===== src/common/frontend_settings.svh =====
/*
 * Front-end build settings
 * Reset address, instruction memory depth and redirect tag width
 */
`ifndef FRONTEND_SETTINGS_SVH
`define FRONTEND_SETTINGS_SVH

// First instruction fetched after reset
`define FRONTEND_START_ADDRESS 32'h0000_0000

// Instruction memory holds 2**N words, so 8 gives 1 KiB of program space
`define FRONTEND_IMEM_WORDS_LOG2 8

// Wrong-path words are told apart by this tag
// Three bits give eight redirects before the value wraps
`define FRONTEND_TAG_WIDTH 3

`endif


===== src/common/riscv_pkg.sv =====
/*
 * RISC-V RV32I encodings
 * Major opcodes and the base instruction formats as views of one word
 */
`default_nettype none

package riscv_pkg;

    // Major opcodes of the base set, found in bits [6:0] of every word
    typedef enum logic [6:0] {
        LOAD   = 7'b0000011,
        STORE  = 7'b0100011,
        OP_IMM = 7'b0010011,
        OP     = 7'b0110011,
        BRANCH = 7'b1100011,
        JAL    = 7'b1101111,
        JALR   = 7'b1100111,
        LUI    = 7'b0110111,
        AUIPC  = 7'b0010111,
        SYSTEM = 7'b1110011
    } opcode_e;

    // Register to register operations
    typedef struct packed {
        logic [6:0] funct7;
        logic [4:0] rs2;
        logic [4:0] rs1;
        logic [2:0] funct3;
        logic [4:0] rd;
        opcode_e    opcode;
    } r_fmt_t;

    // Immediate operations, loads, JALR and SYSTEM
    typedef struct packed {
        logic [11:0] imm_11_0;
        logic [4:0]  rs1;
        logic [2:0]  funct3;
        logic [4:0]  rd;
        opcode_e     opcode;
    } i_fmt_t;

    // Stores split the immediate around rs2 and rs1
    typedef struct packed {
        logic [6:0] imm_11_5;
        logic [4:0] rs2;
        logic [4:0] rs1;
        logic [2:0] funct3;
        logic [4:0] imm_4_0;
        opcode_e    opcode;
    } s_fmt_t;

    // Branches scramble the offset bits and drop bit 0
    typedef struct packed {
        logic       imm_12;
        logic [5:0] imm_10_5;
        logic [4:0] rs2;
        logic [4:0] rs1;
        logic [2:0] funct3;
        logic [3:0] imm_4_1;
        logic       imm_11;
        opcode_e    opcode;
    } b_fmt_t;

    // LUI and AUIPC carry the upper twenty bits
    typedef struct packed {
        logic [19:0] imm_31_12;
        logic [4:0]  rd;
        opcode_e     opcode;
    } u_fmt_t;

    // JAL offset, again with bit 0 implied zero
    typedef struct packed {
        logic       imm_20;
        logic [9:0] imm_10_1;
        logic       imm_11;
        logic [7:0] imm_19_12;
        logic [4:0] rd;
        opcode_e    opcode;
    } j_fmt_t;

    // One fetched word, read through whichever format its opcode selects
    typedef union packed {
        r_fmt_t r_fmt;
        i_fmt_t i_fmt;
        s_fmt_t s_fmt;
        b_fmt_t b_fmt;
        u_fmt_t u_fmt;
        j_fmt_t j_fmt;
    } instr_u;

endpackage

`default_nettype wire


===== src/common/frontend_pkg.sv =====
/*
 * Front-end transport types
 * Redirect requests into fetch, fetched words and decoded instructions
 */
`include "frontend_settings.svh"
`default_nettype none

package frontend_pkg;

    import riscv_pkg::*;

    typedef logic [`FRONTEND_TAG_WIDTH-1:0] tag_t;

    // Trap and CSR side of the core, plus a jump from a later stage
    typedef struct packed {
        logic        machine_return;
        logic        exception_raised;
        logic        interrupt_ack;
        logic [31:0] mtvec;
        logic [31:0] mepc;
        logic        jump;
        logic [31:0] jump_target;
    } redirect_t;

    // Address of the word on the memory read port and the path it belongs to
    typedef struct packed {
        logic [31:0] pc;
        tag_t        tag;
    } fetch_out_t;

    // Fields of one instruction as decode hands it on
    typedef struct packed {
        logic        valid;
        logic [31:0] pc;
        opcode_e     opcode;
        logic [4:0]  rd;
        logic [4:0]  rs1;
        logic [4:0]  rs2;
        logic [2:0]  funct3;
        logic [6:0]  funct7;
        // Already sign-extended for the format of the opcode
        logic [31:0] imm;
    } decoded_t;

endpackage

`default_nettype wire


===== src/rtl/decode.sv =====
/*
 * Decode stage
 * Drops wrong-path words by tag, splits each word into its fields and
 * sign-extended immediate, and sends JAL targets back to fetch
 */
`include "frontend_settings.svh"
`default_nettype none

module decode import riscv_pkg::*; import frontend_pkg::*; (
    input  logic        clk,
    input  logic        reset,
    input  logic        hold_i,
    input  fetch_out_t  fetch_i,
    input  logic [31:0] instr_i,
    input  redirect_t   redirect_i,
    output logic        jump_o,
    output logic [31:0] jump_target_o,
    output decoded_t    dec_o
);

    instr_u      word;
    tag_t        expected_tag;
    logic        external_redirect;
    logic        tag_match;
    logic        word_valid;
    logic        is_jal;
    logic [31:0] imm;
    decoded_t    dec_next;

    assign word = instr_i;

    // Redirects from later stages are older than the word sitting here
    assign external_redirect = redirect_i.machine_return
                             | redirect_i.exception_raised
                             | redirect_i.interrupt_ack
                             | redirect_i.jump;

    // A word from a path that has since been left behind carries an old tag
    // A redirect arriving this cycle also kills the word in decode
    assign tag_match  = (fetch_i.tag == expected_tag);
    assign word_valid = tag_match & ~external_redirect;

    // Count the same redirects as fetch, so both sides agree on the path
    always_ff @(posedge clk) begin
        if (reset) begin
            expected_tag <= '0;
        end else if (jump_o | external_redirect) begin
            expected_tag <= expected_tag + 1'b1;
        end
    end

    // The opcode picks the format the immediate is read from
    always_comb begin
        case (word.r_fmt.opcode)
            LOAD, OP_IMM, JALR, SYSTEM: begin
                imm = {{20{word.i_fmt.imm_11_0[11]}}, word.i_fmt.imm_11_0};
            end
            STORE: begin
                imm = {{20{word.s_fmt.imm_11_5[6]}}, word.s_fmt.imm_11_5,
                       word.s_fmt.imm_4_0};
            end
            BRANCH: begin
                imm = {{19{word.b_fmt.imm_12}}, word.b_fmt.imm_12, word.b_fmt.imm_11,
                       word.b_fmt.imm_10_5, word.b_fmt.imm_4_1, 1'b0};
            end
            LUI, AUIPC: begin
                imm = {word.u_fmt.imm_31_12, 12'b0};
            end
            JAL: begin
                imm = {{11{word.j_fmt.imm_20}}, word.j_fmt.imm_20, word.j_fmt.imm_19_12,
                       word.j_fmt.imm_11, word.j_fmt.imm_10_1, 1'b0};
            end
            // Register operations and unknown opcodes carry no immediate
            default: begin
                imm = '0;
            end
        endcase
    end

    // Raw fields come straight from the R view
    // For formats without rd or rs2 those bits are simply immediate bits
    always_comb begin
        dec_next.valid  = word_valid;
        dec_next.pc     = fetch_i.pc;
        dec_next.opcode = word.r_fmt.opcode;
        dec_next.rd     = word.r_fmt.rd;
        dec_next.rs1    = word.r_fmt.rs1;
        dec_next.rs2    = word.r_fmt.rs2;
        dec_next.funct3 = word.r_fmt.funct3;
        dec_next.funct7 = word.r_fmt.funct7;
        dec_next.imm    = imm;
    end

    // JAL resolves here, no need to wait for execute
    // Waiting out the hold keeps this a single pulse per JAL
    assign is_jal        = (word.j_fmt.opcode == JAL);
    assign jump_o        = word_valid & is_jal & ~hold_i;
    assign jump_target_o = fetch_i.pc + imm;

    always_ff @(posedge clk) begin
        if (reset) begin
            dec_o.valid <= 1'b0;
        end else if (!hold_i) begin
            dec_o <= dec_next;
        end
    end

    // The word after a JAL was fetched on the old path and must be dropped
    single_jump_pulse: assert property (
        @(posedge clk) disable iff (reset)
        jump_o |=> !jump_o
    );

endmodule

`default_nettype wire


===== config.mk =====
export PLATFORM = sky130hd
export DESIGN_NAME = decode
export DESIGN_NICKNAME = d
export VERILOG_FILES = /design/src/common/riscv_pkg.sv /design/src/common/frontend_pkg.sv /design/src/rtl/decode.sv
export VERILOG_INCLUDE_DIRS = /design/src /design/src/common
export SDC_FILE = /design/constraint.sdc
export NUM_CORES = 1
export LEC_CHECK = 0
export ABC_AREA = 1
export BUFFER_PORTS_ARGS = -buffer_cell sky130_fd_sc_hd__buf_4
export CAP_MARGIN = 20
export CORE_UTILIZATION = 30
export CTS_CLUSTER_DIAMETER = 120
export CTS_CLUSTER_SIZE = 16
export DETAILED_ROUTE_END_ITERATION = 8
export GPL_TIMING_DRIVEN = 1
export SYNTH_ARGS = -nofsm -noshare
export SYNTH_HDL_FRONTEND = slang
export SYNTH_SLANG_ARGS = --single-unit

===== constraint.sdc =====
create_clock -name clk -period 7.6 [get_ports clk]
set_clock_uncertainty 0.15 [all_clocks]
set_input_delay 1.52 -clock clk [delete_from_list [all_inputs] [get_ports clk]]
set_output_delay 1.52 -clock clk [all_outputs]
set_load 0.1 [all_outputs]

* Word level (Yosys, flattened, before mapping) *
Cells that the tools add are included.

storage, ports and cells
  register bits after elaboration = 100
  input port bits = 170
  output and inout port bits = 130
  word-level logic and storage cells = 36

cells by class
  add/subtract/negate cells = 2
  eq/ne operators = 10
  muxes and demuxes = 1
  bitwise logic cells = 10
  reduce and logical (&&, ||, !) cells = 3

operators by type and width
  kind                                                              number
  32-bit one-hot mux with 5 select lines                            1
  32-bit adder                                                      1
  7-bit == test (second input constant)                             4
  7-bit by 5-bit == test with 1-bit output (second input constant)  2
  7-bit by 6-bit == test with 1-bit output (second input constant)  2
  7-bit by 2-bit == test with 1-bit output (second input constant)  1
  1-bit OR                                                          4
  4-bit OR reduction                                                1
  3-bit by 1-bit adder with 3-bit output (second input constant)    1
  1-bit AND                                                         3
  3-bit == test                                                     1
  1-bit NOT                                                         3
  2-bit AND reduction                                               1
  2-bit OR reduction                                                1

* Depth between registers and ports, before layout *
Gate-level depths: netlist of the first run.

  depth after elaboration = 8
  gate-level depth with buffers = 21
  depth with buffers taken out = 20

* Worst setup path before layout of the first run *
Ideal clock, no wire load.

  kind = input-to-output
  start = input port instr_i[3]
  end = output port jump_target_o[16]
  data arrival time = 4774 ps
  data required time = 5930 ps
  setup slack = 1156 ps
  cell stages on the path = 15
  path through = nor2_1 > nand2_2 > nor2_2 > a32o_1 > ha_1 > inv_1 > fa_1 > inv_1 > nand3_1 > nand3_1 > nand2_1 > nand2_1 > nand2_1 > nand3_1 > xor2_1

on the way
  longest elaborated chain between the ends = 4

ends and longest elaborated chain
  element                                                                 line          RTL
  start, declared                                                         decode.sv:14  input logic [31:0] instr_i,
  7-bit by 2-bit == test with 1-bit output, or another cell as far along  decode.sv:54  case (word.r_fmt.opcode)
  4-bit OR reduction / 2-bit OR reduction (equally long branches)         decode.sv:54
  32-bit one-hot mux with 5 select lines (*)                              decode.sv:54
  named net imm[0]                                                        decode.sv:27  logic [31:0] imm;
  32-bit adder (*)                                                        decode.sv:98  assign jump_target_o = fetch_i.pc + imm;
  end, declared                                                           decode.sv:17  output logic [31:0] jump_target_o,

The timed path passes the listed nets; every way through them passes the cells marked *.

* Worst setup path in the final report of the first run *
  start = input port instr_i[1]
  end = output port jump_target_o[31]

The elaborated chain is that of the path after synthesis.

==> impl_metrics.json, run 1 <==
{
  "clock_latency_ns": 0.35,
  "regToRegStartpoint": "expected_tag[0]$_SDFFE_PP0P_",
  "setup_violations": 0,
  "hold_viol": 0,
  "crit_path_start": "instr_i[1]",
  "post_cts_resized": 0,
  "cts_tree": "built",
  "finalMaxSlewViolations": 0,
  "wl_per_cell_um": 14.8,
  "endpoint_kind": "output pin",
  "p_per_area_nw_per_um2": 219,
  "root_buffer": "clkbuf_16",
  "dieArea_um2": 20100,
  "ys_seq_elements": 100,
  "dieWidth_um": 142,
  "cts_buffers": 9,
  "syn_avg_cell_area_um2": 8.37,
  "grt_pass1_vias": 4954,
  "synth_most_common_cell": "nand2_1",
  "syn-cell-area_um2": 5850,
  "area_growth_pct": 37.2,
  "status": "finished clean",
  "slew-limit-headroom_pct": 44.9,
  "gp_congestion": 0.923,
  "cap_violations": 0,
  "postRouteAntennaNets": 0,
  "fin_setup_tns_ns": 0,
  "synth_seq_area_share_pct": 50.6,
  "yosys-top-cells-area": "edfxtp_1 49%, nand2_1 16%, inv_1 7.5%",
  "arrival_ns": 4.93,
  "syn_inst": 699,
  "clk_path_buf_depth": 2,
  "dr_total_vias": 5166,
  "path_class": "input port to output pin",
  "synth_cell_types": 35,
  "crit_required_ns": 5.93,
  "drt-pass1-iter-count": 4,
  "start_util_pct": 31.0,
  "first_iter_violations": 293,
  "period_minus_slack_ns": 6.60,
  "synth_fp_nets": 902,
  "die_h_um": 142,
  "p_leak_nw": 4.05,
  "overflow": 0,
  "ir_worst_vdd_mv": 0.118,
  "final_nets": 1116,
  "grt_max_degree": 55,
  "cts-hold-fix-buffers": 0,
  "yosys-top-cells-count": "249 x nand2_1, 117 x inv_1, 96 x edfxtp_1",
  "yosys_warnings": 0,
  "rows": 50,
  "drive_gt1_share_pct": 26.3,
  "post-route-util_pct": 42.5,
  "post-route-period-util_pct": 86.9,
  "grt_pass1_wl_mm": 26.1,
  "startpoint_type": "input port",
  "wl_mm": 17.4,
  "pin_count": 300,
  "route.detailed.drc": 0,
  "max_freq_ghz": 0.151,
  "core_area_um2": 18900,
  "antenna_found_initial": 0,
  "netlist.area_leader.share_pct": 49.3,
  "htreeDepth": 3,
  "rsz0062_at_grt": "false",
  "hold_start": "dec_o[96]$_SDFFE_PP0N_",
  "vias_per_cell": 4.39,
  "post_cts_buffers": 0,
  "worst_pin_slew_ns": 0.821,
  "holdCritPathClass": "flip-flop to flip-flop",
  "path_clk_slew_ns": 0.07,
  "yosys.area.top_type": "edfxtp_1",
  "synthFlopType": "edfxtp_1",
  "clock-sinks": 100,
  "synth_edf_count": 96,
  "path_max_fanout": 11,
  "io_buffers": 203,
  "track_usage_pct": 17.4,
  "async_flop_share_pct": 0,
  "dp_hpwl_mm": 14.3,
  "num_antenna_cells": 0
}
where the power goes:
group,internal (W),total (W),switching (W)
clock,0.000289,0.000501,0.000212
sequential,0.000642,0.000652,0.0000102
combinational,0.000121,0.000609,0.000488
worst paths after layout:
| check | endpoint | slack, ns | cells after the start |
|---|---|---|---|
| worst max register to register | expected_tag[0]$_SDFFE_PP0P_ | 6.22 | 6 |
| worst min register to register | dec_o[96]$_SDFFE_PP0N_ | 0.30 | 2 |
| worst max-delay path | jump_target_o[31] | 1.0 | 20 |
| worst min-delay path | dec_o[96]$_SDFFE_PP0N_ | 0.30 | 2 |
per-layer routing:
metal / vias up / global-route usage, % / routed length (µm)
li1: 2667 / - / -
met1: 2308 / 22.4 / 7990
met2: 175 / 28.2 / 7810
met3: 16 / 4.56 / 1340
met4: 0 / 6.00 / 308
met5: - / 0 / 0
critical path, cell delays in order:
cell and delay (ns):
buf_4 0.11, nand2_1 0.09, inv_1 0.06, nand2_2 0.11
nor2_2 0.12, o31ai_2 0.74, o21ai_0 0.39, ha_1 0.48
nand2_1 0.21, inv_1 0.06, nand2_1 0.06, nand2_1 0.07
nand2_1 0.07, nand2_1 0.05, inv_1 0.10, nand2_1 0.09
a21oi_1 0.16, nand2_1 0.07, nand2_1 0.06, buf_4 0.28
cell usage in the layout (no fill, tap or decap), types with 2 or more instances in the layout:
cell       count
a21o_1         2
a21oi_1       26
buf_4        205
bufinv_16      2
clkbuf_16      9
dfxtp_1        4
edfxtp_1      96
ha_1          32
inv_1        117
inv_2          2
nand2_1      249
nand2_2        8
nand3_1       29
nand3b_1       2
nand4_1        2
nor2_1        66
nor2_4         2
nor3_1         4
nor3_2         2
o21a_1         2
o21ai_0       18
o21bai_1       4
xnor2_1        2
xor2_1        16
layout make-up:
class	instances	area, µm²
Clock buffer	10	229
Clock inverter	6	86.3
Fill cell	1945	10900
Inverter	119	447
Multi-Input combinational cell	478	2440
Sequential cell	100	2960
Tap cell	260	325
Timing Repair Buffer	205	1540
through the flow:
step	power, W	cells	setup slack, ns	hold slack [ns]	cell area, µm²
final	0.00176	1178	0.997	0.305	8030
after CTS	0.00178	1178	1.01	0.310	8030
after global placement	0.00127	1162	1.05	0.297	7710
after floorplan	0.00113	699	1.16	0.308	5850
after global routing	0.00182	1178	0.704	0.339	8030
after detailed placement	0.00128	1162	1.02	0.300	7710
sequential cells by signal, indices dropped and copies added, names as in the netlist:
| register | count |
|---|---|
| dec_o | 97 |
| expected_tag | 3 |
cell families (layout without fill, tap and decap cells):
family	count (synthesis)	count (layout)	share of synthesized area, %
XOR/XNOR	18	18	2.69
buffers and inverters	121	340	7.82
flip-flops	100	100	50.6
AO/OA/AOI/OAI	58	58	5.84
AND/OR/NAND/NOR	369	369	25.8
adder cells (fa/ha/maj)	33	33	7.18
Power figures use the tool's default switching activity.
==> run 2: changes to the inputs <==
Settings changed: CORE_MARGIN from default to 10, PLACE_DENSITY from default to 0.6, SLEW_MARGIN from default to 15.
==> impl_metrics.json, run 2 (synthesis gave the netlist of run 1 again) <==
{
  "reg2reg_depth": 9,
  "drive_gt1_share_pct": 26.4,
  "overflow": 0,
  "power_w": 0.00171,
  "io_buffers": 203,
  "drt-pass1-iter-count": 5,
  "p_leak_nw": 4.03,
  "area_growth_pct": 37.0,
  "htreeDepth": 3,
  "final-instance-count-excl-fill": 1184,
  "grt_pass1_wl_mm": 28.3,
  "die_h_um": 160,
  "dp.cells": 1168,
  "crit_required_ns": 5.93,
  "post_cts_buffers": 0,
  "largest_register_ffs": 97,
  "top_register": "dec_o",
  "finalMaxSlewViolations": 0,
  "dieArea_um2": 25500,
  "root_buffer": "clkbuf_16",
  "layout_common_cells": "249 x nand2_1, 206 x buf_4, 117 x inv_1",
  "rows": 51,
  "worst_pin_slew_ns": 0.757,
  "gp_congestion": 0.911,
  "clock-sinks": 100,
  "cts_tree": "built",
  "worstReg2RegEnd": "expected_tag[2]$_SDFFE_PP0P_",
  "arrival_ns": 4.77,
  "slew-limit-headroom_pct": 49.2,
  "dieWidth_um": 160,
  "num_antenna_cells": 0,
  "hold_viol": 0,
  "fin_setup_tns_ns": 0,
  "hold_path_end": "dec_o[96]$_SDFFE_PP0N_",
  "clock_latency_ns": 0.36,
  "fin_area_um2": 8020,
  "vias_per_cell": 4.34,
  "fill_cells": 1959,
  "rsz0062_at_grt": "false",
  "max_freq_ghz": 0.155,
  "pin_count": 300,
  "hold_start": "dec_o[96]$_SDFFE_PP0N_",
  "grt_pass1_vias": 5134,
  "min_path_cells": 2,
  "cap_violations": 0,
  "period_minus_slack_ns": 6.44,
  "dp_hpwl_mm": 15.7,
  "cts-hold-fix-buffers": 0,
  "grt_max_degree": 54,
  "p_per_area_nw_per_um2": 213,
  "regToRegStartpoint": "expected_tag[2]$_SDFFE_PP0P_",
  "wl_mm": 18.8,
  "start_util_pct": 30.3,
  "track_usage_pct": 14.2,
  "postRouteAntennaNets": 0,
  "post-route-period-util_pct": 84.7,
  "cts_buffers": 9,
  "place_area_um2": 7730,
  "first_iter_violations": 248,
  "r2r_slack_ns": 6.21,
  "holdCritPathClass": "flip-flop to flip-flop",
  "layout_commonest_cell": "nand2_1",
  "top_regs": "dec_o x97, expected_tag x3",
  "core_area_um2": 19300,
  "startpoint_type": "input port",
  "wl_per_cell_um": 15.9,
  "antenna_found_initial": 0,
  "dr_total_vias": 5135,
  "holdWs_ns": 0.312,
  "final_nets": 1117,
  "path_max_fanout": 11,
  "path_class": "input port to output pin",
  "clk_path_buf_depth": 2,
  "post_cts_resized": 0,
  "ir_worst_vdd_mv": 0.103,
  "route.detailed.drc": 0,
  "setup_violations": 0,
  "status": "finished clean",
  "path_clk_slew_ns": 0.08,
  "endpoint_kind": "output pin"
}
==> run 2: changes by cell type in the layout (fill, tap and decap cells not counted), sizes merged <==
cell	before	now
bufinv	2	0
buf	205	206
clkinv	3	4
clkinvlp	0	1
==> run 2: per-layer routing <==
metal  part of all wire (%)  GRT usage, %  vias to the layer above
li1                       -             -                     2668
met5                      0             0                        -
met2                     47          23.5                      158
met1                     43          16.9                     2298
met3                    8.6          5.81                       11
met4                    1.2          3.41                        0
==> run 2: worst max-delay path, cell delays in order <==
cell	delay, ns
buf_4	0.11
nand2_1	0.09
inv_1	0.06
nand2_2	0.12
nor2_2	0.12
o31ai_2	0.70
o21ai_0	0.38
ha_1	0.50
nand2_1	0.17
nor2_1	0.19
nand2_1	0.09
nor2_1	0.15
nand2_1	0.07
nand2_1	0.09
nand2_1	0.05
nand2_1	0.06
buf_4	0.29
==> run 2: final cells by class <==
cell class                 count  area (µm²)  share of cell area, %
clock buffer                  10         229                   2.86
clock inverter                 6        61.3                  0.765
inverter                     119         447                   5.57
multi-input combinational    478        2440                   30.4
sequential                   100        2960                   37.0
tap                          265         332                   4.14
timing repair buffer         206        1550                   19.3
==> run 2: stage by stage <==
| step | util [%] | setup WS (ns) |
|---|---|---|
| 2_1_floorplan | - | 1.16 |
| 3_3_place_gp | 40.0 | 1.14 |
| 3_5_place_dp | 40.0 | 1.18 |
| 4_1_cts | 41.5 | 1.16 |
| 5_1_grt | 41.5 | 0.874 |
| 6_report | 41.5 | 1.16 |
==> run 2: worst max-delay path by stage <==
stage                     from                end  cells after the start  slack, ns
finish              instr_i[1]  jump_target_o[31]                     17       1.16
global route        instr_i[1]  jump_target_o[31]                     19       0.87
CTS                 instr_i[1]  jump_target_o[31]                     17       1.16
detailed placement  instr_i[1]  jump_target_o[31]                     17       1.18
global placement    instr_i[1]  jump_target_o[31]                     17       1.14
floorplan           instr_i[3]  jump_target_o[16]                     15       1.16
==> run 2: power by group <==
part	switching [W]	leakage (nW)	internal, W
Sequential	0.00000997	0.897	0.000642
Combinational	0.000491	3.00	0.000121
Clock	0.000217	0.138	0.000229
