===== src/common/frontend_settings.svh =====
/*
 * Front-end build settings
 * Reset address, instruction memory depth and redirect tag width
 */
`ifndef FRONTEND_SETTINGS_SVH
`define FRONTEND_SETTINGS_SVH

// First instruction fetched after reset
`define FRONTEND_START_ADDRESS 32'h0000_0000

// Instruction memory holds 2**N words, so 8 gives 1 KiB of program space
`define FRONTEND_IMEM_WORDS_LOG2 8

// Wrong-path words are told apart by this tag
// Three bits give eight redirects before the value wraps
`define FRONTEND_TAG_WIDTH 3

`endif


===== src/common/riscv_pkg.sv =====
/*
 * RISC-V RV32I encodings
 * Major opcodes and the base instruction formats as views of one word
 */
`default_nettype none

package riscv_pkg;

    // Major opcodes of the base set, found in bits [6:0] of every word
    typedef enum logic [6:0] {
        LOAD   = 7'b0000011,
        STORE  = 7'b0100011,
        OP_IMM = 7'b0010011,
        OP     = 7'b0110011,
        BRANCH = 7'b1100011,
        JAL    = 7'b1101111,
        JALR   = 7'b1100111,
        LUI    = 7'b0110111,
        AUIPC  = 7'b0010111,
        SYSTEM = 7'b1110011
    } opcode_e;

    // Register to register operations
    typedef struct packed {
        logic [6:0] funct7;
        logic [4:0] rs2;
        logic [4:0] rs1;
        logic [2:0] funct3;
        logic [4:0] rd;
        opcode_e    opcode;
    } r_fmt_t;

    // Immediate operations, loads, JALR and SYSTEM
    typedef struct packed {
        logic [11:0] imm_11_0;
        logic [4:0]  rs1;
        logic [2:0]  funct3;
        logic [4:0]  rd;
        opcode_e     opcode;
    } i_fmt_t;

    // Stores split the immediate around rs2 and rs1
    typedef struct packed {
        logic [6:0] imm_11_5;
        logic [4:0] rs2;
        logic [4:0] rs1;
        logic [2:0] funct3;
        logic [4:0] imm_4_0;
        opcode_e    opcode;
    } s_fmt_t;

    // Branches scramble the offset bits and drop bit 0
    typedef struct packed {
        logic       imm_12;
        logic [5:0] imm_10_5;
        logic [4:0] rs2;
        logic [4:0] rs1;
        logic [2:0] funct3;
        logic [3:0] imm_4_1;
        logic       imm_11;
        opcode_e    opcode;
    } b_fmt_t;

    // LUI and AUIPC carry the upper twenty bits
    typedef struct packed {
        logic [19:0] imm_31_12;
        logic [4:0]  rd;
        opcode_e     opcode;
    } u_fmt_t;

    // JAL offset, again with bit 0 implied zero
    typedef struct packed {
        logic       imm_20;
        logic [9:0] imm_10_1;
        logic       imm_11;
        logic [7:0] imm_19_12;
        logic [4:0] rd;
        opcode_e    opcode;
    } j_fmt_t;

    // One fetched word, read through whichever format its opcode selects
    typedef union packed {
        r_fmt_t r_fmt;
        i_fmt_t i_fmt;
        s_fmt_t s_fmt;
        b_fmt_t b_fmt;
        u_fmt_t u_fmt;
        j_fmt_t j_fmt;
    } instr_u;

endpackage

`default_nettype wire


===== src/common/frontend_pkg.sv =====
/*
 * Front-end transport types
 * Redirect requests into fetch, fetched words and decoded instructions
 */
`include "frontend_settings.svh"
`default_nettype none

package frontend_pkg;

    import riscv_pkg::*;

    typedef logic [`FRONTEND_TAG_WIDTH-1:0] tag_t;

    // Trap and CSR side of the core, plus a jump from a later stage
    typedef struct packed {
        logic        machine_return;
        logic        exception_raised;
        logic        interrupt_ack;
        logic [31:0] mtvec;
        logic [31:0] mepc;
        logic        jump;
        logic [31:0] jump_target;
    } redirect_t;

    // Address of the word on the memory read port and the path it belongs to
    typedef struct packed {
        logic [31:0] pc;
        tag_t        tag;
    } fetch_out_t;

    // Fields of one instruction as decode hands it on
    typedef struct packed {
        logic        valid;
        logic [31:0] pc;
        opcode_e     opcode;
        logic [4:0]  rd;
        logic [4:0]  rs1;
        logic [4:0]  rs2;
        logic [2:0]  funct3;
        logic [6:0]  funct7;
        // Already sign-extended for the format of the opcode
        logic [31:0] imm;
    } decoded_t;

endpackage

`default_nettype wire


===== src/rtl/fetch.sv =====
/*
 * Fetch stage
 * Holds the program counter, picks the next address by redirect priority
 * and tags every word with the path it was fetched on
 */
`include "frontend_settings.svh"
`default_nettype none

module fetch import frontend_pkg::*; (
    input  logic        clk,
    input  logic        reset,
    input  logic        stall_i,
    input  logic        hazard_i,
    input  logic        jump_i,
    input  logic [31:0] jump_target_i,
    input  redirect_t   redirect_i,
    output logic [31:0] instruction_address_o,
    output fetch_out_t  fetch_o
);

    logic [31:0] pc;
    tag_t        current_tag;
    tag_t        next_tag;
    logic        can_propagate;
    logic        redirect_event;

    // A free cycle is one where nothing downstream asks us to wait
    assign can_propagate = ~(stall_i | hazard_i);

    assign redirect_event = jump_i
                          | redirect_i.exception_raised
                          | redirect_i.interrupt_ack
                          | redirect_i.machine_return;

    // Redirects load the PC even while stalled
    // Only the sequential step waits for a free cycle
    always_ff @(posedge clk) begin
        if (reset) begin
            pc <= `FRONTEND_START_ADDRESS;
        end else if (redirect_i.machine_return) begin
            pc <= redirect_i.mepc;
        end else if (redirect_i.exception_raised | redirect_i.interrupt_ack) begin
            pc <= redirect_i.mtvec;
        end else if (jump_i) begin
            pc <= jump_target_i;
        end else if (can_propagate) begin
            pc <= pc + 32'd4;
        end
    end

    // The memory registers the read, so it sees the PC directly
    assign instruction_address_o = pc;

    // Every redirect opens a new path, so the tag moves on by one
    // current_tag always names the path of the word at the PC
    assign next_tag = redirect_event ? tag_t'(current_tag + 1'b1) : current_tag;

    always_ff @(posedge clk) begin
        if (reset) begin
            current_tag <= '0;
        end else begin
            current_tag <= next_tag;
        end
    end

    // Registered copy of PC and tag, in step with the memory read register
    // The reset tag differs from the one decode expects, so the word read
    // while reset is high never counts as valid
    always_ff @(posedge clk) begin
        if (reset) begin
            fetch_o.pc  <= `FRONTEND_START_ADDRESS;
            fetch_o.tag <= '1;
        end else if (can_propagate) begin
            fetch_o.pc  <= pc;
            fetch_o.tag <= current_tag;
        end
    end

    // Trap vectors and jump targets come from other stages and must be aligned
    pc_word_aligned: assert property (
        @(posedge clk) disable iff (reset)
        pc[1:0] == 2'b00
    );

    // A machine return beats an exception raised in the same cycle
    mret_over_exception: assert property (
        @(posedge clk) disable iff (reset)
        redirect_i.machine_return && redirect_i.exception_raised
            |=> pc == $past(redirect_i.mepc)
    );

endmodule

`default_nettype wire


===== config.mk =====
export PLATFORM = sky130hd
export DESIGN_NAME = fetch
export DESIGN_NICKNAME = d
export VERILOG_FILES = /design/src/common/riscv_pkg.sv /design/src/common/frontend_pkg.sv /design/src/rtl/fetch.sv
export VERILOG_INCLUDE_DIRS = /design/src /design/src/common
export SDC_FILE = /design/constraint.sdc
export NUM_CORES = 1
export LEC_CHECK = 0
export ABC_AREA = 1
export BUFFER_PORTS_ARGS = -buffer_cell sky130_fd_sc_hd__buf_2
export CAP_MARGIN = 20
export CORE_MARGIN = 2
export CORE_UTILIZATION = 48
export CTS_BUF_LIST = sky130_fd_sc_hd__clkbuf_4 sky130_fd_sc_hd__clkbuf_8
export DETAILED_ROUTE_END_ITERATION = 8
export PLACE_DENSITY = 0.83
export SYNTH_ARGS = -nofsm -noshare
export SYNTH_HDL_FRONTEND = slang
export SYNTH_SLANG_ARGS = --single-unit

===== constraint.sdc =====
create_clock -name clk -period 2 [get_ports clk]
set_input_delay 0.4 -clock clk [delete_from_list [all_inputs] [get_ports clk]]
set_output_delay 0.4 -clock clk [all_outputs]
set_load 0.01 [all_outputs]

# Word level (Yosys, flattened, before mapping)
# Cells that the tools add are included.
[classes]
n_addsub = 2
eq_ne = 1
muxes = 4
bitwise_logic = 5
[op_table]
columns = ["cell", "n"]
rows = [
  ["$mux 32", 4],
  ["$add 32x3->32 const B", 1],
  ["$or 1x1->1", 5],
  ["$ne 4x3->1 const B", 1],
  ["$add 3x1->3 const B", 1],
]
[totals]
reg_bits = 70
input_bits = 137
output_inout_bits = 67
elab_cells = 16

# Logic depth before layout (Yosys ltp)
# Gate-level depths: netlist of run 1.
[depth]
word_depth = 5
mapped_depth = 12
ltp_nobuf = 12

# Worst setup path after synthesis of run 1
# Ideal clock, no wire load.
[synth_path]
kind = "in2reg"
start = "in redirect_i[97] in the netlist's numbering"
end = "reg pc[10] (netlist: instruction_address_o[10])"
setup_ns = 0.122
arrival_ns = 1.447
required_ns = 1.878
path_slack_ns = 0.430
path_stages = 9
path_buffers = 2
path_cell_list = "or2_1 -> buf_2 -> inv_8 -> nand2_2 -> nor2_8 -> nand2_4 -> clkbuf_1 -> o21ai_0 -> a21oi_1"
[synth_between]
elab_chain_cells = 3
elab_cells_between_ends = 4
cone_classes = "1 x eq/ne; 2 x mux; 1 x bitwise"
[synth_rtl]
columns = ["item", "line", "rtl"]
rows = [
  ["from (decl)", "fetch.sv:16", "input redirect_t redirect_i,"],
  ["$or 1x1->1 *", "fetch.sv:42", "end else if (redirect_i.exception_raised | redirect_i.interrupt_ack) begin"],
  ["$mux 32", "fetch.sv:42", ""],
  ["$mux 32", "fetch.sv:40", "end else if (redirect_i.machine_return) begin"],
  ["to (signal assigned)", "fetch.sv:39", "pc <= `FRONTEND_START_ADDRESS;"],
  ["to (signal assigned)", "fetch.sv:41", "pc <= redirect_i.mepc;"],
  ["to (signal assigned)", "fetch.sv:43", "pc <= redirect_i.mtvec;"],
  ["to (decl)", "fetch.sv:21", "logic [31:0] pc;"],
]
# Every way passes the cells marked *; elsewhere a longest branch is shown, timed or not.
# A chain may end at the register's enable or synchronous reset.

# Worst setup path after layout of run 1
[layout_path]
start = "reg pc[9] (netlist: instruction_address_o[9])"
end = "reg pc[29] (netlist: instruction_address_o[29])"
[layout_between]
elab_chain_cells = 5
[layout_rtl]
columns = ["item", "line", "rtl"]
rows = [
  ["$add 32x3->32", "fetch.sv:47", "pc <= pc + 32'd4;"],
  ["$mux 32", "fetch.sv:46", "end else if (can_propagate) begin"],
  ["$mux 32", "fetch.sv:44", "end else if (jump_i) begin"],
  ["$mux 32", "fetch.sv:42", ""],
  ["$mux 32", "fetch.sv:40", ""],
]
# No other way between the ends. The select of a mux whose other input is x is not followed.

==> results.yml, run 1 <==
global_routing:
  grt_pass1_vias: 4553
  antenna_found_initial: 0
  track_usage_pct: 28.2
  grt_overflow: 0
  grt_start_max_net_pins: 68
  grt_pass1_wl_um: 22100
floorplanning:
  start_util_pct: 49.1
  io-pin-count: 204
  die_w_um: 98.2
  coreArea_sq_um: 8680
  std_cell_rows: 34
  die-area_sq_um: 9640
  die_h_um: 98.2
layout:
  fillers: 888
  area.growth.synth_to_final_pct: 27.1
  fin_nets: 994
  antenna_cells: 0
  final_layout_size_suffix_gt1_share_pct: 26.6
synthesis:
  ys_warn_count: 0
  synth_most_common_cell: "nand2_1"
  synth_edf_count: 0
  ys_ff_latch: 70
  synth-seq-area-share_pct: 32.9
  synthFlopType: "dfxtp_1"
  syn_nets: 838
  synth_cell_types: 31
  netlist_instances: 699
  synth_top_area_cell: "dfxtp_1"
  synthArstFlopShare_pct: 0
  synth_top_area_share_pct: 32.9
  yosys-top-cells-count: "nand2_1 (172), nor2_1 (127), o21ai_0 (78)"
  synth_area_per_cell_sq_um: 6.09
  syn_area_sq_um: 4260
  synthTopCellsByArea: "dfxtp_1 (33%), nand2_1 (15%), nor2_1 (11%)"
cts:
  cts_sinks: 70
  post_cts_buffers: 0
  cts_hold_buf: 0
  cts_buffer_depth: 2
  cts_tree: "done"
  worstSkewPairLatency_ns: 0.36
  htree_levels: 3
  cts_made_buffers: 9
  cts_resized: 0
  cts-root-buf: "clkbuf_8"
  clkTransAtPathRegs_ns: 0.08
routing:
  wl_per_cell_um: 14.2
  antenna_left: 0
  drt_iter0_drc: 338
  vias_per_cell: 5.27
  vias: 5105
  firstDrtPassIters: 6
  routed_wl_um: 13700
  drc: 0
power_and_ir_drop:
  switching_share_pct: 31.2
  power_frac_seq_pct: 45.3
  p_sw_mw: 1.11
  internal_power_mw: 2.45
  p_leak_nw: 2.63
  powerDensity_nw_per_um2: 658
  total_power_mw: 3.56
  pwr-share-comb_pct: 20.8
  irDropWorstVdd_mv: 0.391
  clock_power_share_pct: 33.9
critical_path:
  worstSetupPathType: "flop to flop"
  r2r_cells: 11
  end_kind: "flop"
  arrival_ns: 2.05
  worst_ep_required_time_ns: 2.22
  start_kind: "flop"
  worstPathMaxFanout: 6
timing:
  timing.final.crit_share_pct: 91.6
  maxSlewViolCount: 0
  setup_tns_ns: 0
  min_period_ns: 1.83
  report.final.hold_viol_count: 0
  rsz0062_at_grt: "false"
  worstMarginPinSlew_ns: 0.558
  fin_skew_ns: 0.0163
  fmax_mhz: 546
  maxSlewHeadroom_pct: 62.8
  setup-violations-final: 0
place:
  io_buffers: 170
  gp_congestion: 1.01
  dpl.hpwl_um: 10300
hold_path:
  hold_class: "primary input to flop"
  hold_path_depth: 2
flow_run:
  drv_cap: 0
status:
  outcome: "completed"
registers in the layout, indices dropped and copies added (netlist names):
signal and flops:
fetch_o 35, instruction_address_o 32, current_tag 3
per-layer routing:
metal | routed length [um] | GRT usage [%]
met3 | 1170 | 4.72
met1 | 5750 | 36.8
met2 | 6520 | 48.2
met5 | 0 | 0
met4 | 301 | 8.11
layout by cell type, fill, tap and decap left out, drive strengths merged:
cell    instances
a21oi          76
clkbuf         11
or2            13
xnor2           6
bufinv          1
nor3            1
nand3          41
and3            1
o21ai          87
inv            43
clkinv          2
ha              2
buf           184
nor2          134
nand3b          2
nand2         176
o211ai          4
xor2            4
dfxtp          70
a221oi          2
critical path, cell delays in order (launching register included):
cell	delay, ns
dfxtp_1	0.48
nand2_1	0.14
nor2_1	0.23
nand2_1	0.13
nor2_2	0.23
nand2_1	0.08
nand2_1	0.06
nand3_1	0.08
nand2_1	0.07
nand2_1	0.04
nand2_1	0.08
a21oi_1	0.06
path summary, 6_finish.rpt:
| check | from | endpoint | slack [ns] |
|---|---|---|---|
| min | reset | instruction_address_o[0] | 0.26 |
| max reg2reg | instruction_address_o[9] | instruction_address_o[29] | 0.17 |
| max | instruction_address_o[9] | instruction_address_o[29] | 0.17 |
| min reg2reg | fetch_o[2] | fetch_o[2] | 0.46 |
logic make-up after synthesis:
kind of cell	Yosys count	share of synthesized area, %
fa+ha+maj	2	0.587
flops	70	32.9
buf+inv	80	8.08
compound gates	169	20.3
simple gates	368	36.1
xor+xnor	10	2.06
power groups by stage:
stage               combinational [mW]  sequential, mW  clock [mW]
CTS                              0.741            1.61        1.23
floorplan                        0.375            1.66           0
finish                           0.740            1.61        1.21
global placement                 0.729            1.64           0
detailed placement               0.738            1.64           0
global route                     0.826            1.63        1.31
per-stage QoR:
stage          cell area (sq um)  hold slack [ns]  utilization (%)  setup WS, ns  std cells
2_1_floorplan               4260            0.457                -         0.430        699
3_3_place_gp                5200            0.437             59.9        0.0804        952
3_5_place_dp                5200            0.444             59.9        0.0338        952
4_1_cts                     5410            0.243             62.3         0.163        968
5_1_grt                     5420            0.256             62.4        0.0246        968
6_report                    5420            0.257             62.4         0.168        968
layout make-up:
class / count / area, sq um / area share, %
inverter: 41 / 161 / 2.98
sequential: 70 / 1400 / 25.9
timing repair buffer: 184 / 981 / 18.1
clock buffer: 11 / 145 / 2.68
clock inverter: 5 / 65.1 / 1.20
tap: 108 / 135 / 2.50
multi-input combinational: 549 / 2520 / 46.6
Note: power is estimated with default switching activity, not from simulation.
==> run 2: changes to the inputs <==
- ABC_AREA: 1 -> not set
- CORE_UTILIZATION: 48 -> 47
==> results.yml, run 2 <==
critical_path:
  rrSetupSlack_ns: 0.11
  worst_ep_required_time_ns: 2.27
  worst_path_dominant_cell_family: "simple AND/OR/NAND/NOR gates"
  crit_chain: "and3_1 > and3_2 > nand4_4 > or4_1 > a31oi_1"
  worstSetupPathType: "flop to flop"
  max_stage_delay_ns: 0.52
  arrival_ns: 2.16
  start_kind: "flop"
  slowest_stage: "or4_1"
  end_kind: "flop"
  worstPathMaxFanout: 7
  path_buf_inv: 0
synthesis:
  synth_area_per_cell_sq_um: 7.30
  synth_cell_types: 59
  ys_warn_count: 0
  synth_top_area_share_pct: 35.4
  synth_top_area_cell: "dfxtp_1"
  netlist_instances: 542
  ys_ff_latch: 70
  synth_most_common_cell: "nand2_1"
  synthArstFlopShare_pct: 0
  yosys-top-cells-count: "nand2_1 (111), dfxtp_1 (70), a21oi_1 (61)"
  synth_edf_count: 0
  synthTopCellsByArea: "dfxtp_1 (35%), nand2_1 (11%), a21oi_1 (7.7%)"
  syn_nets: 681
  synth-seq-area-share_pct: 35.4
  synthFlopType: "dfxtp_1"
  syn_area_sq_um: 3960
cts:
  cts_hold_buf: 0
  clkTransAtPathRegs_ns: 0.08
  post_cts_buffers: 0
  cts-root-buf: "clkbuf_8"
  htree_levels: 3
  cts_sinks: 70
  cts_tree: "done"
  cts_buffer_depth: 2
  cts_resized: 0
  worstSkewPairLatency_ns: 0.35
  cts_made_buffers: 9
timing:
  maxSlewViolCount: 0
  report.final.hold_viol_count: 0
  rsz0062_at_grt: "false"
  setup-violations-final: 0
  fin_skew_ns: 0.0143
  min_period_ns: 1.89
  setup_tns_ns: 0
  fmax_mhz: 529
  worstMarginPinSlew_ns: 0.384
  timing.final.crit_share_pct: 94.5
  maxSlewHeadroom_pct: 73.7
floorplanning:
  io-pin-count: 204
  coreArea_sq_um: 8180
  die_w_um: 95.7
  std_cell_rows: 33
  start_util_pct: 48.4
  die_h_um: 95.7
  die-area_sq_um: 9170
status:
  outcome: "completed"
routing:
  drt_iter0_drc: 419
  drc: 0
  antenna_left: 0
  vias_per_cell: 5.87
  routed_wl_um: 14100
  wl_per_cell_um: 16.8
  vias: 4931
  firstDrtPassIters: 5
layout:
  largest_reg_flops: 35
  final_layout_size_suffix_gt1_share_pct: 34.7
  max_flop_register: "fetch_o"
  final_cells: 840
  area.growth.synth_to_final_pct: 35.9
  fin_nets: 869
  final_common_cell: "buf_2"
  mostFrequentLayoutCells: "buf_2 (170), nand2_1 (111), dfxtp_1 (70)"
  antenna_cells: 0
  fillers: 728
power_and_ir_drop:
  powerDensity_nw_per_um2: 650
  p_leak_nw: 2.45
  irDropWorstVdd_mv: 0.344
  total_power_mw: 3.50
flow_run:
  drv_cap: 0
place:
  dpl.hpwl_um: 10600
  gp_congestion: 0.908
  place_inst: 824
  io_buffers: 170
global_routing:
  antenna_found_initial: 0
  grt_pass1_vias: 4555
  grt_overflow: 0
  grt_start_max_net_pins: 52
  track_usage_pct: 30.8
  grt_pass1_wl_um: 22100
hold_path:
  hold_class: "primary input to flop"
[run 2: cell types whose count changed after synthesis, sizes merged, moves of 8 or more]
cell | previous run | this run
inv | 41 | 5
a2111oi | 0 | 8
nand4 | 0 | 8
and3 | 1 | 10
nand2 | 176 | 111
or2 | 13 | 2
a21oi | 76 | 61
o21ai | 87 | 29
a211oi | 0 | 9
nor2 | 134 | 51
a31oi | 0 | 10
nand3 | 41 | 30
[run 2: metal layers]
metal / track usage, % / vias up / wire (um)
li1: - / 2313 / -
met5: 0 / - / 0
met2: 50.3 / 292 / 6550
met1: 39.4 / 2281 / 5820
met4: 13.1 / 0 / 409
met3: 6.58 / 45 / 1340
[run 2: per-stage QoR]
stage	hold WS, ns	instance area (sq um)	setup slack [ns]	utilization (%)
global placement	0.439	5160	0.0771	63.1
global route	0.309	5380	0.0226	65.7
finish	0.303	5380	0.111	65.7
floorplan	0.460	3960	0.104	-
CTS	0.296	5370	0.0900	65.7
detailed placement	0.445	5160	0.0630	63.1
[run 2: report_power, final]
part / internal [mW] / switching, mW / total [mW]
Clock: 0.644 / 0.554 / 1.20
Sequential: 1.48 / 0.0776 / 1.56
Combinational: 0.334 / 0.407 / 0.742
[run 2: path summary, 6_finish.rpt]
path,startpoint,to,cells after the start
max,instruction_address_o[20],instruction_address_o[29],5
min,redirect_i[34],instruction_address_o[1],3
min reg2reg,fetch_o[8],fetch_o[8],2
max reg2reg,instruction_address_o[20],instruction_address_o[29],5
[run 2: kinds of logic (layout without fill, tap and decap cells)]
group	after synthesis	in the layout	synth area share [%]
multiplexers	8	8	2.06
AO/OA/AOI/OAI	149	149	22.9
buffers and inverters	49	242	5.95
adder cells (fa/ha/maj)	2	2	0.633
AND/OR/NAND/NOR	249	249	29.7
flip-flops	70	70	35.4
XOR/XNOR	15	15	3.32
[run 2: worst reg2reg max path: cells and delay by family (launching register included)]
kind	cells	cell delay (ns)
simple gates	4	1.14
compound gates	1	0.19
flops	1	0.49
[run 2: area by class of cell]
| type | instances | area, sq um | share of cell area, % |
|---|---|---|---|
| multi-input combinational | 423 | 2340 | 43.5 |
| sequential | 70 | 1400 | 26.1 |
| clock inverter | 5 | 56.3 | 1.05 |
| tap | 105 | 131 | 2.44 |
| inverter | 6 | 22.5 | 0.419 |
| timing repair buffer | 220 | 1280 | 23.7 |
| clock buffer | 11 | 151 | 2.82 |
==> run 3: changes to the inputs <==
- CELL_PAD_IN_SITES_DETAIL_PLACEMENT: not set -> 0
- CELL_PAD_IN_SITES_GLOBAL_PLACEMENT: not set -> 1
- CORE_UTILIZATION: 47 -> 32
- PLACE_DENSITY: 0.83 -> not set
- PLACE_DENSITY_LB_ADDON: not set -> 0.1
- SETUP_SLACK_MARGIN: not set -> 0.4
==> results.yml, run 3 (synthesis gave the netlist of run 2 again) <==
status:
  outcome: "completed"
hold_path:
  hold_class: "primary input to flop"
  worstHoldStart: "redirect_i[33]"
layout:
  area.growth.synth_to_final_pct: 48.4
  fin_nets: 895
  finalInstanceArea_sq_um: 5870
  max_flop_register: "fetch_o"
  final_layout_size_suffix_gt1_share_pct: 41.4
  fillers: 1248
  mostFrequentLayoutCells: "buf_2 (170), nand2_1 (111), buf_4 (67)"
  largest_reg_flops: 35
  multi_input_area_sq_um: 2470
  final_cells: 930
  final_common_cell: "buf_2"
  ff_latch_area_sq_um: 1450
timing:
  rsz0062_at_grt: "true"
  fin_skew_ns: 0.00646
  setup_tns_ns: 0
  fmax_mhz: 613
  maxSlewViolCount: 0
  timing.final.crit_share_pct: 81.6
  setup-violations-final: 0
  maxSlewHeadroom_pct: 67.5
  min_period_ns: 1.63
  worstMarginPinSlew_ns: 0.487
  report.final.hold_viol_count: 0
routing:
  vias_per_cell: 5.19
  vias: 4826
  drt_iter0_drc: 239
  wl_per_cell_um: 17.6
  firstDrtPassIters: 7
  drc: 0
  routed_wl_um: 16400
  antenna_left: 0
floorplanning:
  io-pin-count: 204
  die_w_um: 115
  die-area_sq_um: 13300
  die_h_um: 115
  coreArea_sq_um: 12100
  start_util_pct: 32.8
  std_cell_rows: 40
global_routing:
  grtUsageMet3_pct: 6.48
  busiest_layer: "met2"
  grt_pass1_vias: 4615
  grt_use_met2_pct: 38.8
  grt_start_max_net_pins: 36
  track_usage_pct: 24.7
  grt_pass1_wl_um: 25000
  antenna_found_initial: 1
  grt_overflow: 0
  grtUsageMet1_pct: 33.1
cts:
  cts_made_buffers: 9
  cts_buffer_depth: 2
  cts-root-buf: "clkbuf_8"
  htree_levels: 3
  clkTransAtPathRegs_ns: 0.08
  worstSkewPairLatency_ns: 0.38
  cts_tree: "done"
  cts_hold_buf: 0
  cts_sinks: 70
critical_path:
  worstSetupPathType: "flop to flop"
  critical_path.startpoint: "instruction_address_o[6]"
  r2r-start: "instruction_address_o[6]"
  end_kind: "flop"
  worstPathMaxFanout: 7
  start_kind: "flop"
  arrival_ns: 1.94
  worst_ep_required_time_ns: 2.31
power_and_ir_drop:
  powerDensity_nw_per_um2: 629
  p_leak_nw: 2.64
  irDropWorstVdd_mv: 0.336
place:
  gp_congestion: 0.824
  io_buffers: 170
  placed_area_sq_um: 5320
  place_inst: 891
  dpl.hpwl_um: 11700
flow_run:
  drv_cap: 0
run 3: cell types whose count changed in the layout (fill, tap and decap cells not counted), sizes merged:
cell and change:
clkinvlp -1, buf +26, diode +1, bufinv +1, clkbuf +1, inv -1
run 3: per-stage QoR:
stage                     setup slack, ns  utilization (%)  hold slack, ns  power [mW]
after floorplan                     0.219                -           0.460        1.95
after global placement              0.125             44.1           0.438        2.32
after detailed placement           0.0722             44.1           0.443        2.33
after CTS                           0.372             47.6           0.251        3.70
after global routing                0.210             48.7           0.272        3.87
final                               0.369             48.7           0.267        3.69
run 3: per-layer routing:
metal / wire length [um] / part of all wire (%) / vias up
li1: - / - / 2362
met5: 0 / 0 / -
met3: 1070 / 6.5 / 20
met4: 316 / 1.9 / 0
met2: 7380 / 45 / 171
met1: 7590 / 46 / 2273
run 3: where the power goes:
part	leakage [nW]	switching, mW	internal (mW)
logic	1.94	0.446	0.361
registers	0.584	0.0714	1.48
clock network	0.117	0.577	0.760
run 3: repair_timing:
item,in CTS,in global routing
pin swaps,14,17
setup endpoints to repair,23,21
resized for setup,24,19
buffers inserted,18,4
run 3: critical path, cell delays in order (launching register included):
cell     delay [ns]
dfxtp_4        0.35
and4_4         0.25
and2_4         0.22
nand3_1        0.12
or3_1          0.32
a21o_1         0.16
a31oi_1        0.14
run 3: cell type report:
class	count	share of cell area [%]
multi-input cells	423	42.0
repair buffers	246	25.4
flip-flops and latches	70	24.8
well taps	168	3.58
clock buffers	12	2.60
clock inverters	4	1.19
inverters	6	0.384
diodes	1	0.0426
run 3: final timing paths:
check	slack (ns)	cells past startpoint	to
worst min-delay path	0.27	3	instruction_address_o[0]
worst max register to register	0.37	6	instruction_address_o[19]
worst max-delay path	0.37	6	instruction_address_o[19]
worst min register to register	0.45	2	fetch_o[16]
